### src/rtl/snake_pkg.sv
package snake_pkg;

    typedef logic [9:0]  coord_t;     // One screen axis
    typedef logic [15:0] color_t;     // RGB565
    typedef logic [5:0]  score_t;
    typedef logic [3:0]  dir_t;       // One-hot direction

    typedef struct packed {
        coord_t x;
        coord_t y;
    } point_t;

    typedef enum logic [3:0] {
        st_start = 4'b0001,
        st_speed = 4'b0010,
        st_play  = 4'b0100,
        st_end   = 4'b1000
    } game_state_e;

    localparam dir_t dir_right = 4'b0001;
    localparam dir_t dir_left  = 4'b0010;
    localparam dir_t dir_down  = 4'b0100;
    localparam dir_t dir_up    = 4'b1000;

    localparam coord_t h_disp = 10'd640;
    localparam coord_t v_disp = 10'd480;
    localparam coord_t border = 10'd16;
    localparam coord_t tile   = 10'd16;     // Segment size and move step

    localparam int init_segments = 4;
    localparam int max_segments  = 16;

    typedef logic [max_segments-1:0] seg_mask_t;
    typedef point_t [max_segments-1:0] body_t;

    localparam point_t head_start  = '{x: 10'd96, y: 10'd48};
    localparam point_t apple_start = '{x: 10'd352, y: 10'd256};

    localparam coord_t apple_cnt_start = 10'd16;
    localparam coord_t apple_cnt_wrap  = 10'd32;

    localparam color_t c_border = 16'hF800;
    localparam color_t c_apple  = 16'hFFE0;
    localparam color_t c_head   = 16'h0400;
    localparam color_t c_body   = 16'h001F;
    localparam color_t c_blank  = 16'h0000;

    // True when p lies in the 16x16 tile whose top-left corner is org
    function automatic logic tile_hit(point_t p, point_t org);
        logic [10:0] x_end;
        logic [10:0] y_end;
        x_end = {1'b0, org.x} + 11'(tile);    // Extra bit keeps the edge from wrapping
        y_end = {1'b0, org.y} + 11'(tile);
        return (p.x >= org.x) && ({1'b0, p.x} < x_end) &&
               (p.y >= org.y) && ({1'b0, p.y} < y_end);
    endfunction

endpackage

### src/rtl/move_tick_timer.sv
`timescale 1ns/1ps

module move_tick_timer
    import snake_pkg::*;
#(
    parameter int fast_period = 3_750_000,
    parameter int slow_period = 6_250_000
) (
    input  logic vga_clk_25,
    input  logic rst_n,
    input  logic speed_m,
    output logic move_tick
);

    logic [23:0] period;
    logic [23:0] cnt;

    assign period = speed_m ? 24'(slow_period) : 24'(fast_period);

    // At-or-above compare recovers when speed drops to the shorter period
    always_ff @(posedge vga_clk_25 or negedge rst_n) begin
        if (!rst_n) begin
            cnt       <= '0;
            move_tick <= 1'b0;
        end else if (cnt >= period - 24'd1) begin
            cnt       <= '0;
            move_tick <= 1'b1;      // High for one cycle only
        end else begin
            cnt       <= cnt + 24'd1;
            move_tick <= 1'b0;
        end
    end

endmodule

### src/rtl/snake_body.sv
`timescale 1ns/1ps

module snake_body
    import snake_pkg::*;
(
    input  logic        vga_clk_25,
    input  logic        rst_n,
    input  logic        move_tick,
    input  game_state_e state_m,
    input  dir_t        move_dirt,
    input  score_t      score,
    output point_t      head,
    output body_t       body,
    output seg_mask_t   seg_valid
);

    logic [6:0] grow_cnt;
    logic [6:0] active_cnt;
    point_t     next_head;
    logic       dir_ok;
    logic       step;

    function automatic body_t start_layout();
        body_t b;
        b = '0;                     // Unused segments park at (0,0)
        for (int i = 0; i < init_segments; i++) begin
            b[i].x = head_start.x - coord_t'(tile * (i + 1));
            b[i].y = head_start.y;
        end
        return b;
    endfunction

    // Active count saturates at the array size
    assign grow_cnt   = 7'(init_segments) + 7'(score);
    assign active_cnt = (grow_cnt > 7'(max_segments)) ? 7'(max_segments) : grow_cnt;

    always_comb begin
        for (int i = 0; i < max_segments; i++) begin
            seg_valid[i] = (7'(i) < active_cnt);
        end
    end

    always_comb begin
        next_head = head;
        dir_ok    = 1'b1;
        case (move_dirt)
            dir_right: next_head.x = head.x + tile;
            dir_left:  next_head.x = head.x - tile;
            dir_down:  next_head.y = head.y + tile;
            dir_up:    next_head.y = head.y - tile;
            default:   dir_ok = 1'b0;           // Not one-hot, stand still
        endcase
    end

    assign step = move_tick && (state_m == st_play) && dir_ok;

    always_ff @(posedge vga_clk_25 or negedge rst_n) begin
        if (!rst_n) begin
            head <= head_start;
            body <= start_layout();
        end else if (state_m == st_start) begin
            head <= head_start;
            body <= start_layout();
        end else if (step) begin
            head    <= next_head;
            body[0] <= head;
            for (int i = 1; i < max_segments; i++) begin
                if (seg_valid[i]) begin
                    body[i] <= body[i-1];       // Tail beyond active count holds
                end
            end
        end
    end

endmodule

### src/rtl/apple_unit.sv
`timescale 1ns/1ps

module apple_unit
    import snake_pkg::*;
(
    input  logic        vga_clk_25,
    input  logic        rst_n,
    input  game_state_e state_m,
    input  point_t      head,
    output point_t      apple,
    output score_t      score
);

    logic   eat;
    logic   hit;
    coord_t x_cnt;
    coord_t y_cnt;

    assign hit = tile_hit(head, apple);

    // Flag guards the score so one overlap counts once
    always_ff @(posedge vga_clk_25 or negedge rst_n) begin
        if (!rst_n) begin
            eat   <= 1'b0;
            score <= '0;
        end else if (state_m == st_start) begin
            eat   <= 1'b0;
            score <= '0;
        end else if (state_m == st_play) begin
            eat <= hit;
            if (hit && !eat) begin
                score <= score + score_t'(1);
            end
        end
    end

    // Stepping counters give a pseudo-random spot for the next apple
    always_ff @(posedge vga_clk_25 or negedge rst_n) begin
        if (!rst_n) begin
            apple <= apple_start;
            x_cnt <= apple_cnt_start;
            y_cnt <= apple_cnt_start;
        end else if (state_m == st_start) begin
            apple <= apple_start;
        end else if (state_m == st_play) begin
            if (eat) begin
                apple <= '{x: x_cnt, y: y_cnt};
            end else if (x_cnt > h_disp - border - tile - tile) begin
                x_cnt <= apple_cnt_wrap;
            end else if (y_cnt > v_disp - border - tile - tile) begin
                y_cnt <= apple_cnt_wrap;
            end else begin
                x_cnt <= x_cnt + tile;
                y_cnt <= y_cnt + tile;
            end
        end
    end

endmodule

### src/rtl/collision_check.sv
`timescale 1ns/1ps

module collision_check
    import snake_pkg::*;
(
    input  logic        vga_clk_25,
    input  logic        rst_n,
    input  game_state_e state_m,
    input  point_t      head,
    input  body_t       body,
    input  seg_mask_t   seg_valid,
    output logic        game_over
);

    logic meet_wall;
    logic meet_body;
    logic wall_hit;
    logic body_hit;

    // Head tile must stay fully inside the border
    assign wall_hit = (head.x < border) || (head.x > h_disp - border - tile) ||
                      (head.y < border) || (head.y > v_disp - border - tile);

    always_comb begin
        body_hit = 1'b0;
        for (int i = 0; i < max_segments; i++) begin
            if (seg_valid[i] && tile_hit(head, body[i])) begin
                body_hit = 1'b1;
            end
        end
    end

    always_ff @(posedge vga_clk_25 or negedge rst_n) begin
        if (!rst_n) begin
            meet_wall <= 1'b0;
            meet_body <= 1'b0;
        end else if (state_m == st_start) begin
            meet_wall <= 1'b0;
            meet_body <= 1'b0;
        end else if (state_m == st_play) begin
            meet_wall <= wall_hit;
            meet_body <= body_hit;
        end
    end

    assign game_over = meet_wall || meet_body;

endmodule

### src/rtl/pixel_render.sv
`timescale 1ns/1ps

module pixel_render
    import snake_pkg::*;
(
    input  logic      vga_clk_25,
    input  logic      rst_n,
    input  point_t    pixel_pos,
    input  point_t    head,
    input  body_t     body,
    input  seg_mask_t seg_valid,
    input  point_t    apple,
    output color_t    pixel_data
);

    logic on_border;
    logic on_apple;
    logic on_head;
    logic on_body;

    assign on_border = (pixel_pos.x < border) || (pixel_pos.x >= h_disp - border) ||
                       (pixel_pos.y < border) || (pixel_pos.y >= v_disp - border);
    assign on_apple  = tile_hit(pixel_pos, apple);
    assign on_head   = tile_hit(pixel_pos, head);

    always_comb begin
        on_body = 1'b0;
        for (int i = 0; i < max_segments; i++) begin
            if (seg_valid[i] && tile_hit(pixel_pos, body[i])) begin
                on_body = 1'b1;
            end
        end
    end

    // Earlier layers cover later ones
    always_ff @(posedge vga_clk_25 or negedge rst_n) begin
        if (!rst_n) begin
            pixel_data <= c_blank;
        end else if (on_border) begin
            pixel_data <= c_border;
        end else if (on_apple) begin
            pixel_data <= c_apple;
        end else if (on_head) begin
            pixel_data <= c_head;
        end else if (on_body) begin
            pixel_data <= c_body;
        end else begin
            pixel_data <= c_blank;
        end
    end

endmodule

### src/rtl/snake_game.sv
`timescale 1ns/1ps

module snake_game
    import snake_pkg::*;
#(
    parameter int fast_period = 3_750_000,
    parameter int slow_period = 6_250_000
) (
    input  logic        vga_clk_25,
    input  logic        rst_n,
    input  point_t      pixel_pos,
    input  game_state_e state_m,
    input  logic        speed_m,
    input  dir_t        move_dirt,
    output logic        game_over,
    output score_t      game_score,
    output color_t      pixel_data
);

    logic      move_tick;
    point_t    head;
    body_t     body;
    seg_mask_t seg_valid;
    point_t    apple;
    score_t    score;

    move_tick_timer #(
        .fast_period (fast_period),
        .slow_period (slow_period)
    ) u_timer (
        .vga_clk_25 (vga_clk_25),
        .rst_n      (rst_n),
        .speed_m    (speed_m),
        .move_tick  (move_tick)
    );

    snake_body u_body (
        .vga_clk_25 (vga_clk_25),
        .rst_n      (rst_n),
        .move_tick  (move_tick),
        .state_m    (state_m),
        .move_dirt  (move_dirt),
        .score      (score),
        .head       (head),
        .body       (body),
        .seg_valid  (seg_valid)
    );

    apple_unit u_apple (
        .vga_clk_25 (vga_clk_25),
        .rst_n      (rst_n),
        .state_m    (state_m),
        .head       (head),
        .apple      (apple),
        .score      (score)
    );

    collision_check u_collide (
        .vga_clk_25 (vga_clk_25),
        .rst_n      (rst_n),
        .state_m    (state_m),
        .head       (head),
        .body       (body),
        .seg_valid  (seg_valid),
        .game_over  (game_over)
    );

    pixel_render u_render (
        .vga_clk_25 (vga_clk_25),
        .rst_n      (rst_n),
        .pixel_pos  (pixel_pos),
        .head       (head),
        .body       (body),
        .seg_valid  (seg_valid),
        .apple      (apple),
        .pixel_data (pixel_data)
    );

    assign game_score = score;

endmodule

### config.mk
export PLATFORM = sky130hd
export DESIGN_NAME = snake_game
export DESIGN_NICKNAME = d
export VERILOG_FILES = /design/src/rtl/snake_pkg.sv /design/src/rtl/move_tick_timer.sv /design/src/rtl/snake_body.sv /design/src/rtl/apple_unit.sv /design/src/rtl/collision_check.sv /design/src/rtl/pixel_render.sv /design/src/rtl/snake_game.sv
export SDC_FILE = /design/constraint.sdc
export NUM_CORES = 1
export LEC_CHECK = 0
export BUFFER_PORTS_ARGS = -buffer_cell sky130_fd_sc_hd__buf_2
export CAP_MARGIN = 10
export CELL_PAD_IN_SITES_DETAIL_PLACEMENT = 1
export CELL_PAD_IN_SITES_GLOBAL_PLACEMENT = 1
export CORE_MARGIN = 2
export CORE_UTILIZATION = 46
export CTS_CLUSTER_SIZE = 12
export DETAILED_ROUTE_END_ITERATION = 10
export PLACE_DENSITY_LB_ADDON = 0.1
export SYNTH_ARGS = -nofsm -noshare
export SYNTH_HDL_FRONTEND = slang
export SYNTH_SLANG_ARGS = --single-unit
### constraint.sdc
create_clock -name vga_clk_25 -period 8 [get_ports vga_clk_25]
set_input_delay 0.4 -clock vga_clk_25 [delete_from_list [all_inputs] [get_ports vga_clk_25]]
set_output_delay 0.4 -clock vga_clk_25 [all_outputs]
set_load 0.005 [all_outputs]
==> flow_metrics.py, run 1 <==
metrics = {
    "outcome": {
        "status": "complete, no violations",
    },
    "worst_setup_path": {
        "crit_fanout": 21,
        "reg2reg_slack_ns": 4.00,
        "r2r-start": "u_body.head[5]",
        "reg2regPathDepth": 10,
        "worst-endpoint-arrival_ns": 4.51,
        "start_kind": "flip-flop",
        "setup.worst_path.end_class": "flip-flop",
        "worstPathRequired_ns": 8.51,
        "rr_endpoint": "u_apple.score[5]",
        "crit_type": "flip-flop to flip-flop",
    },
    "timing": {
        "rsz0062_at_grt": "no",
        "drv_slew": 0,
        "finalSetupTns_ns": 0,
        "max_freq_ghz": 0.250,
        "slew_headroom": 0.172,
        "worst_pin_slew_ns": 1.23,
        "fin_crit_ns": 4.00,
        "period_share": 0.499,
        "finalWorstSetupSlack_ns": 4.00,
        "skew_ns": 0.0210,
        "hold_violations": 0,
        "setup_violations": 0,
    },
    "clock_tree": {
        "clock_latency_ns": 0.60,
        "cts_setup_buffers": 0,
        "clk_pin_slew_worst_paths_ns": 0.06,
        "cts_tree": "built",
        "cts_htree_levels": 2,
        "cts_hold_buf": 1,
        "cts_resized": 0,
        "clockBufferDepth": 3,
        "cts_inserted_buffers": 42,
        "cts.sinks": 283,
        "root_buffer": "clkbuf_16",
    },
    "synth": {
        "yosys_warnings": 0,
        "synth-seq-cells": 283,
        "synth.distinct_cells": 91,
        "yosysMostFrequentCell": "ha_1",
        "async_reset_ff_frac": 1.00,
        "yosys-top-cells-count": "ha_1 (1022), nand2_1 (348), a21oi_1 (347), inv_1 (319), o21ai_0 (315)",
        "synth-edff-count": 0,
        "synthesis.nets": 5386,
        "synth.cell_area_um2": 36800,
        "synth.top_cell.area_share": 0.348,
        "yosys-top-cells-area": "ha_1 (35%), dfrtp_1 (18%), a21oi_1 (4.7%), o21ai_0 (4.3%), xnor2_1 (3.8%)",
        "synth-main-ff-cell": "dfrtp_1",
        "syn_avg_cell_area_um2": 8.48,
        "syn_inst": 4333,
        "yosys.area.top_type": "ha_1",
        "seq_area_frac_synth": 0.193,
    },
    "power": {
        "pwr-share-comb": 0.296,
        "peakVddDrop_mv": 0.152,
        "power_frac_seq": 0.304,
        "pwr-share-clk": 0.400,
        "powerDensity_nw_per_um2": 138,
        "power_leakage_uw": 0.0175,
        "switching_share": 0.350,
        "switchingPower_uw": 1920,
        "p_int_uw": 3580,
        "power_uw": 5510,
    },
    "job": {
        "cap_violations": 0,
    },
    "floorplan": {
        "die_x_um": 287,
        "rows": 103,
        "start_util": 0.465,
        "die_area_um2": 82200,
        "fp.dieH_um": 287,
        "coreArea_um2": 79000,
        "ios": 54,
    },
    "placement": {
        "hpwlAfterDp_um": 99300,
        "post-place-ws_ns": 3.64,
        "numPlacedInstances": 5393,
        "gp_congestion": 0.936,
        "io_buffers": 53,
    },
    "routing": {
        "route.vias.total": 33900,
        "routed_wl_um": 135000,
        "drt-initial-drc-count": 1976,
        "dr.pass1.iters": 7,
        "drt-met1-wl_um": 61900,
        "wl_per_cell_um": 24.7,
        "vias_per_cell": 6.20,
        "wl_met2_um": 61800,
        "drc": 0,
        "ant_nets": 0,
        "wl_met3_um": 5930,
        "routed.top_layer": "met4",
    },
    "global_route": {
        "grt_pass1_vias": 35500,
        "grt_use_total": 0.329,
        "grt_pass1_wl_um": 210000,
        "grt-ovfl-total": 0,
        "grt_start_max_net_pins": 138,
        "antenna_found_initial": 2,
    },
    "finish": {
        "fin_cells": 5473,
        "syn_to_final_growth_pct": 8.58,
        "nets": 5441,
        "layout-drive-gt1-share": 0.0581,
    },
    "hold_path": {
        "hold_start": "move_dirt[2]",
        "whs_path_depth": 4,
        "holdPathEnd": "u_body.head[8]",
        "hp-class": "primary input to flip-flop",
    },
}
-- state kept, by name (all words and copies together), names as in the netlist, 4 cells and up --
register / count
u_apple.apple: 13
u_render.pixel_data: 4
u_body.body: 208
u_apple.score: 6
u_apple.x_cnt: 6
u_body.head: 12
u_apple.y_cnt: 6
u_timer.cnt: 24
-- per-stage QoR --
stage,area (um^2),util,hold slack [ns]
after floorplan,36800,-,0.104
after global placement,38300,0.485,0.451
after detailed placement,38300,0.485,0.448
after CTS,39900,0.505,0.292
after global routing,39900,0.505,0.352
final,39900,0.505,0.340
-- logic make-up after synthesis --
family | count (synthesis) | share of synthesized area
compound gates | 1226 | 0.210
simple gates | 1197 | 0.157
fa+ha+maj | 1026 | 0.349
buf+inv | 411 | 0.0449
flops | 283 | 0.193
xor+xnor | 174 | 0.0415
mux | 16 | 0.00436
-- cell usage in the layout, fill, tap and decap left out, types with 16 or more instances in the layout --
master	instances
nor3_1	99
xor2_1	16
a211oi_1	39
o31ai_1	52
dfrtp_1	251
o2111ai_1	16
a2111oi_0	40
a21oi_1	346
or4_1	20
o211ai_1	48
nor4_1	19
a31oi_1	24
nand4_1	26
o21ai_0	315
dfstp_2	24
xnor2_1	158
nand2b_1	56
nand2_1	348
inv_1	317
buf_4	47
nor2_1	258
clkbuf_16	43
buf_2	53
nand3_1	203
ha_1	1022
and3_1	27
mux2i_1	16
nor2b_1	57
a21o_1	57
o21a_1	125
o22ai_1	26
-- cell type report --
class,count,area [um^2]
multi-input combinational,3639,28000
inverter,319,1200
timing repair buffer,103,663
clock buffer,62,1270
antenna,1,2.50
sequential,283,7120
fill,9535,39100
tap,1050,1310
clock inverter,16,333
-- how the worst max path moves through the flow --
stage                                   endpoint       startpoint  slack [ns]  depth (start not counted)
final                           u_apple.score[5]   u_body.head[5]        4.00                         10
after global routing            u_apple.score[5]   u_body.head[5]        3.79                         10
after CTS                       u_apple.score[5]   u_body.head[5]        4.01                         10
after detailed placement  u_render.pixel_data[4]    pixel_pos[19]        3.64                         12
after global placement    u_render.pixel_data[4]     pixel_pos[9]        3.54                         11
after floorplan           u_render.pixel_data[4]  u_body.head[14]        4.80                         12
-- power groups by stage --
stage                     clock (uW)  combinational [uW]  sequential, uW
final                           2200                1630            1670
after global routing            2290                1860            1690
after CTS                       2250                1630            1670
after detailed placement           0                1610            1700
after global placement             0                1550            1690
after floorplan                    0                1080            1630
-- per-layer routing --
metal / track usage / vias up
li1: - / 16100
met1: 0.440 / 16800
met2: 0.544 / 766
met3: 0.0345 / 274
met4: 0.124 / 0
met5: 0 / -
-- worst max-delay path, stage by stage (launching register included) --
cell     delay, ns
dfstp_2       1.07
buf_4         0.48
ha_1          0.31
a21o_1        0.16
a21oi_1       0.16
nor2b_1       0.06
o21ai_1       0.12
a21oi_1       0.09
or4b_1        0.79
or4_1         0.49
a21oi_1       0.15
Note: power is estimated with default switching activity, not from simulation.
==> run 2: changes to the inputs <==
Clock period 8 ns to 3.7 ns, I/O delays scaled along.
==> run 2 against run 1 <==
Against the previous run: critical path depth grew 3; core utilization grew 1.1 points; worst setup slack lost 3.6 ns; via count grew 2.7%; register-to-register slack lost 3.6 ns; die area is the same; count of clock-buffer cells in the layout shrank 5; power grew 110%; non-clock buffer count grew 107; fmax grew 20%; clock power grew 82%.
==> flow_metrics.py, run 2 (synthesis results as in run 1) <==
metrics = {
    "outcome": {
        "status": "complete, no violations",
    },
    "clock_tree": {
        "clockBufferDepth": 3,
        "root_buffer": "clkbuf_16",
        "cts_inserted_buffers": 40,
        "cts_setup_buffers": 0,
        "clock_latency_ns": 0.62,
        "cts.sinks": 283,
        "clk_pin_slew_worst_paths_ns": 0.07,
        "cts_htree_levels": 2,
        "cts_tree": "built",
    },
    "timing": {
        "slew_headroom": 0.315,
        "skew_ns": 0.0429,
        "period_share": 0.900,
        "drv_slew": 0,
        "setup_violations": 0,
        "max_freq_ghz": 0.300,
        "fin_crit_ns": 3.33,
        "worst_pin_slew_ns": 1.02,
        "hold_violations": 0,
        "rsz0062_at_grt": "no",
        "finalSetupTns_ns": 0,
    },
    "worst_setup_path": {
        "r2r-start": "u_body.body[225]",
        "path_cells": "ha_1 > nand3_1 > xnor2_1 > ha_1 > o21ai_0 > a32o_1 > a2111oi_0 > nor4b_1 > and3_1 > a32oi_2 > nand4_1 > nor3_1 > nor3_1",
        "crit_family": "compound AO/OA/AOI/OAI gates",
        "crit_type": "flip-flop to flip-flop",
        "path_buf_inv": 0,
        "reg2regPathDepth": 13,
        "crit_slowest_cell": "dfrtp_1",
        "reg2reg_slack_ns": 0.37,
        "worstPathRequired_ns": 4.19,
        "crit_fanout": 6,
        "rr_endpoint": "u_render.pixel_data[4]",
        "max_stage_delay_ns": 0.52,
        "worst-endpoint-arrival_ns": 3.82,
        "setup.worst_path.end_class": "flip-flop",
        "start_kind": "flip-flop",
    },
    "finish": {
        "nets": 5546,
        "largest_reg_flops": 208,
        "largest_registers": "u_body.body: 208 flops, u_timer.cnt: 24 flops, u_apple.apple: 13 flops",
        "regMostFlops": "u_body.body",
        "final_common_cell": "ha_1",
        "fin_cells": 5576,
        "syn_to_final_growth_pct": 10.8,
        "layout_common_cells": "ha_1 (1022), nand2_1 (348), a21oi_1 (346)",
        "layout-drive-gt1-share": 0.0796,
    },
    "floorplan": {
        "fp.dieH_um": 287,
        "rows": 103,
        "start_util": 0.465,
        "die_x_um": 287,
        "ios": 54,
        "die_area_um2": 82200,
        "coreArea_um2": 79000,
    },
    "global_route": {
        "grt-ovfl-total": 0,
        "antenna_found_initial": 5,
        "grt_pass1_vias": 36300,
        "grt_start_max_net_pins": 84,
        "grt_pass1_wl_um": 220000,
        "grt_use_total": 0.349,
    },
    "placement": {
        "io_buffers": 53,
        "gp_congestion": 0.966,
        "numPlacedInstances": 5500,
        "hpwlAfterDp_um": 110000,
    },
    "routing": {
        "ant_nets": 0,
        "dr.pass1.iters": 5,
        "wl_per_cell_um": 25.8,
        "route.vias.total": 34800,
        "vias_per_cell": 6.24,
        "drt-initial-drc-count": 2046,
        "drc": 0,
        "routed_wl_um": 144000,
    },
    "power": {
        "powerDensity_nw_per_um2": 277,
        "power_leakage_uw": 0.0181,
        "peakVddDrop_mv": 0.355,
    },
    "hold_path": {
        "hp-class": "primary input to flip-flop",
        "whs_path_depth": 4,
        "holdPathEnd": "u_body.head[7]",
        "hold_start": "state_m[0]",
    },
    "job": {
        "cap_violations": 0,
    },
}
==> run 2: final cells by class <==
class,instances,area (um^2)
Clock buffer,57,1140
Tap cell,1050,1310
Timing Repair Buffer,210,1780
Fill cell,9505,38300
Sequential cell,283,7120
Inverter,319,1200
Multi-Input combinational cell,3639,28000
Clock inverter,17,155
Antenna cell,1,2.50
==> run 2: metal layers <==
| metal | vias to the layer above | global-route usage | wire length (um) |
|---|---|---|---|
| li1 | 16300 | - | - |
| met1 | 17400 | 0.455 | 64000 |
| met2 | 847 | 0.580 | 65900 |
| met3 | 275 | 0.0364 | 6610 |
| met4 | 2 | 0.158 | 7130 |
| met5 | - | 0 | 13 |
==> run 2: worst max-delay path by stage <==
stage,startpoint,to,slack [ns],depth (start not counted)
after CTS,u_body.body[243],u_render.pixel_data[4],0.25,12
after global routing,u_body.body[225],u_render.pixel_data[4],0.09,13
after detailed placement,pixel_pos[10],u_render.pixel_data[4],0.10,14
after global placement,pixel_pos[10],u_render.pixel_data[4],0.16,14
final,u_body.body[225],u_render.pixel_data[4],0.37,13
after floorplan,u_body.head[14],u_render.pixel_data[4],0.50,12
==> run 2: worst reg2reg max path, cell delays in order, from the launching register on <==
cell and delay (ns):
dfrtp_1 0.52, ha_1 0.35, nand3_1 0.13, xnor2_1 0.23
ha_1 0.21, o21ai_0 0.09, a32o_1 0.24, a2111oi_0 0.37
nor4b_1 0.09, and3_1 0.25, a32oi_2 0.29, nand4_1 0.15
nor3_1 0.24, nor3_1 0.07
==> run 2: what timing repair did <==
action                                  CTS  global route
endpoints found under the setup margin    0             1
hold endpoints to repair                 72             0
gates resized for setup                   0             2
hold buffers                              1             0
==> run 2: power by group <==
part           switching (uW)  leakage [uW]  internal (uW)
registers                 305       0.00378           3300
clock network            1750      0.000636           2250
logic                    2190        0.0136           1510
==> run 2: metrics by stage <==
stage	utilization	instance area [um^2]	hold slack (ns)	total power [uW]	setup WS, ns
3_3_place_gp	0.499	39400	0.247	7160	0.160
2_1_floorplan	-	36800	-0.111	5870	0.503
4_1_cts	0.516	40700	0.140	11300	0.253
6_report	0.516	40700	0.161	11300	0.370
5_1_grt	0.516	40700	0.168	12000	0.0930
3_5_place_dp	0.499	39400	0.252	7260	0.104
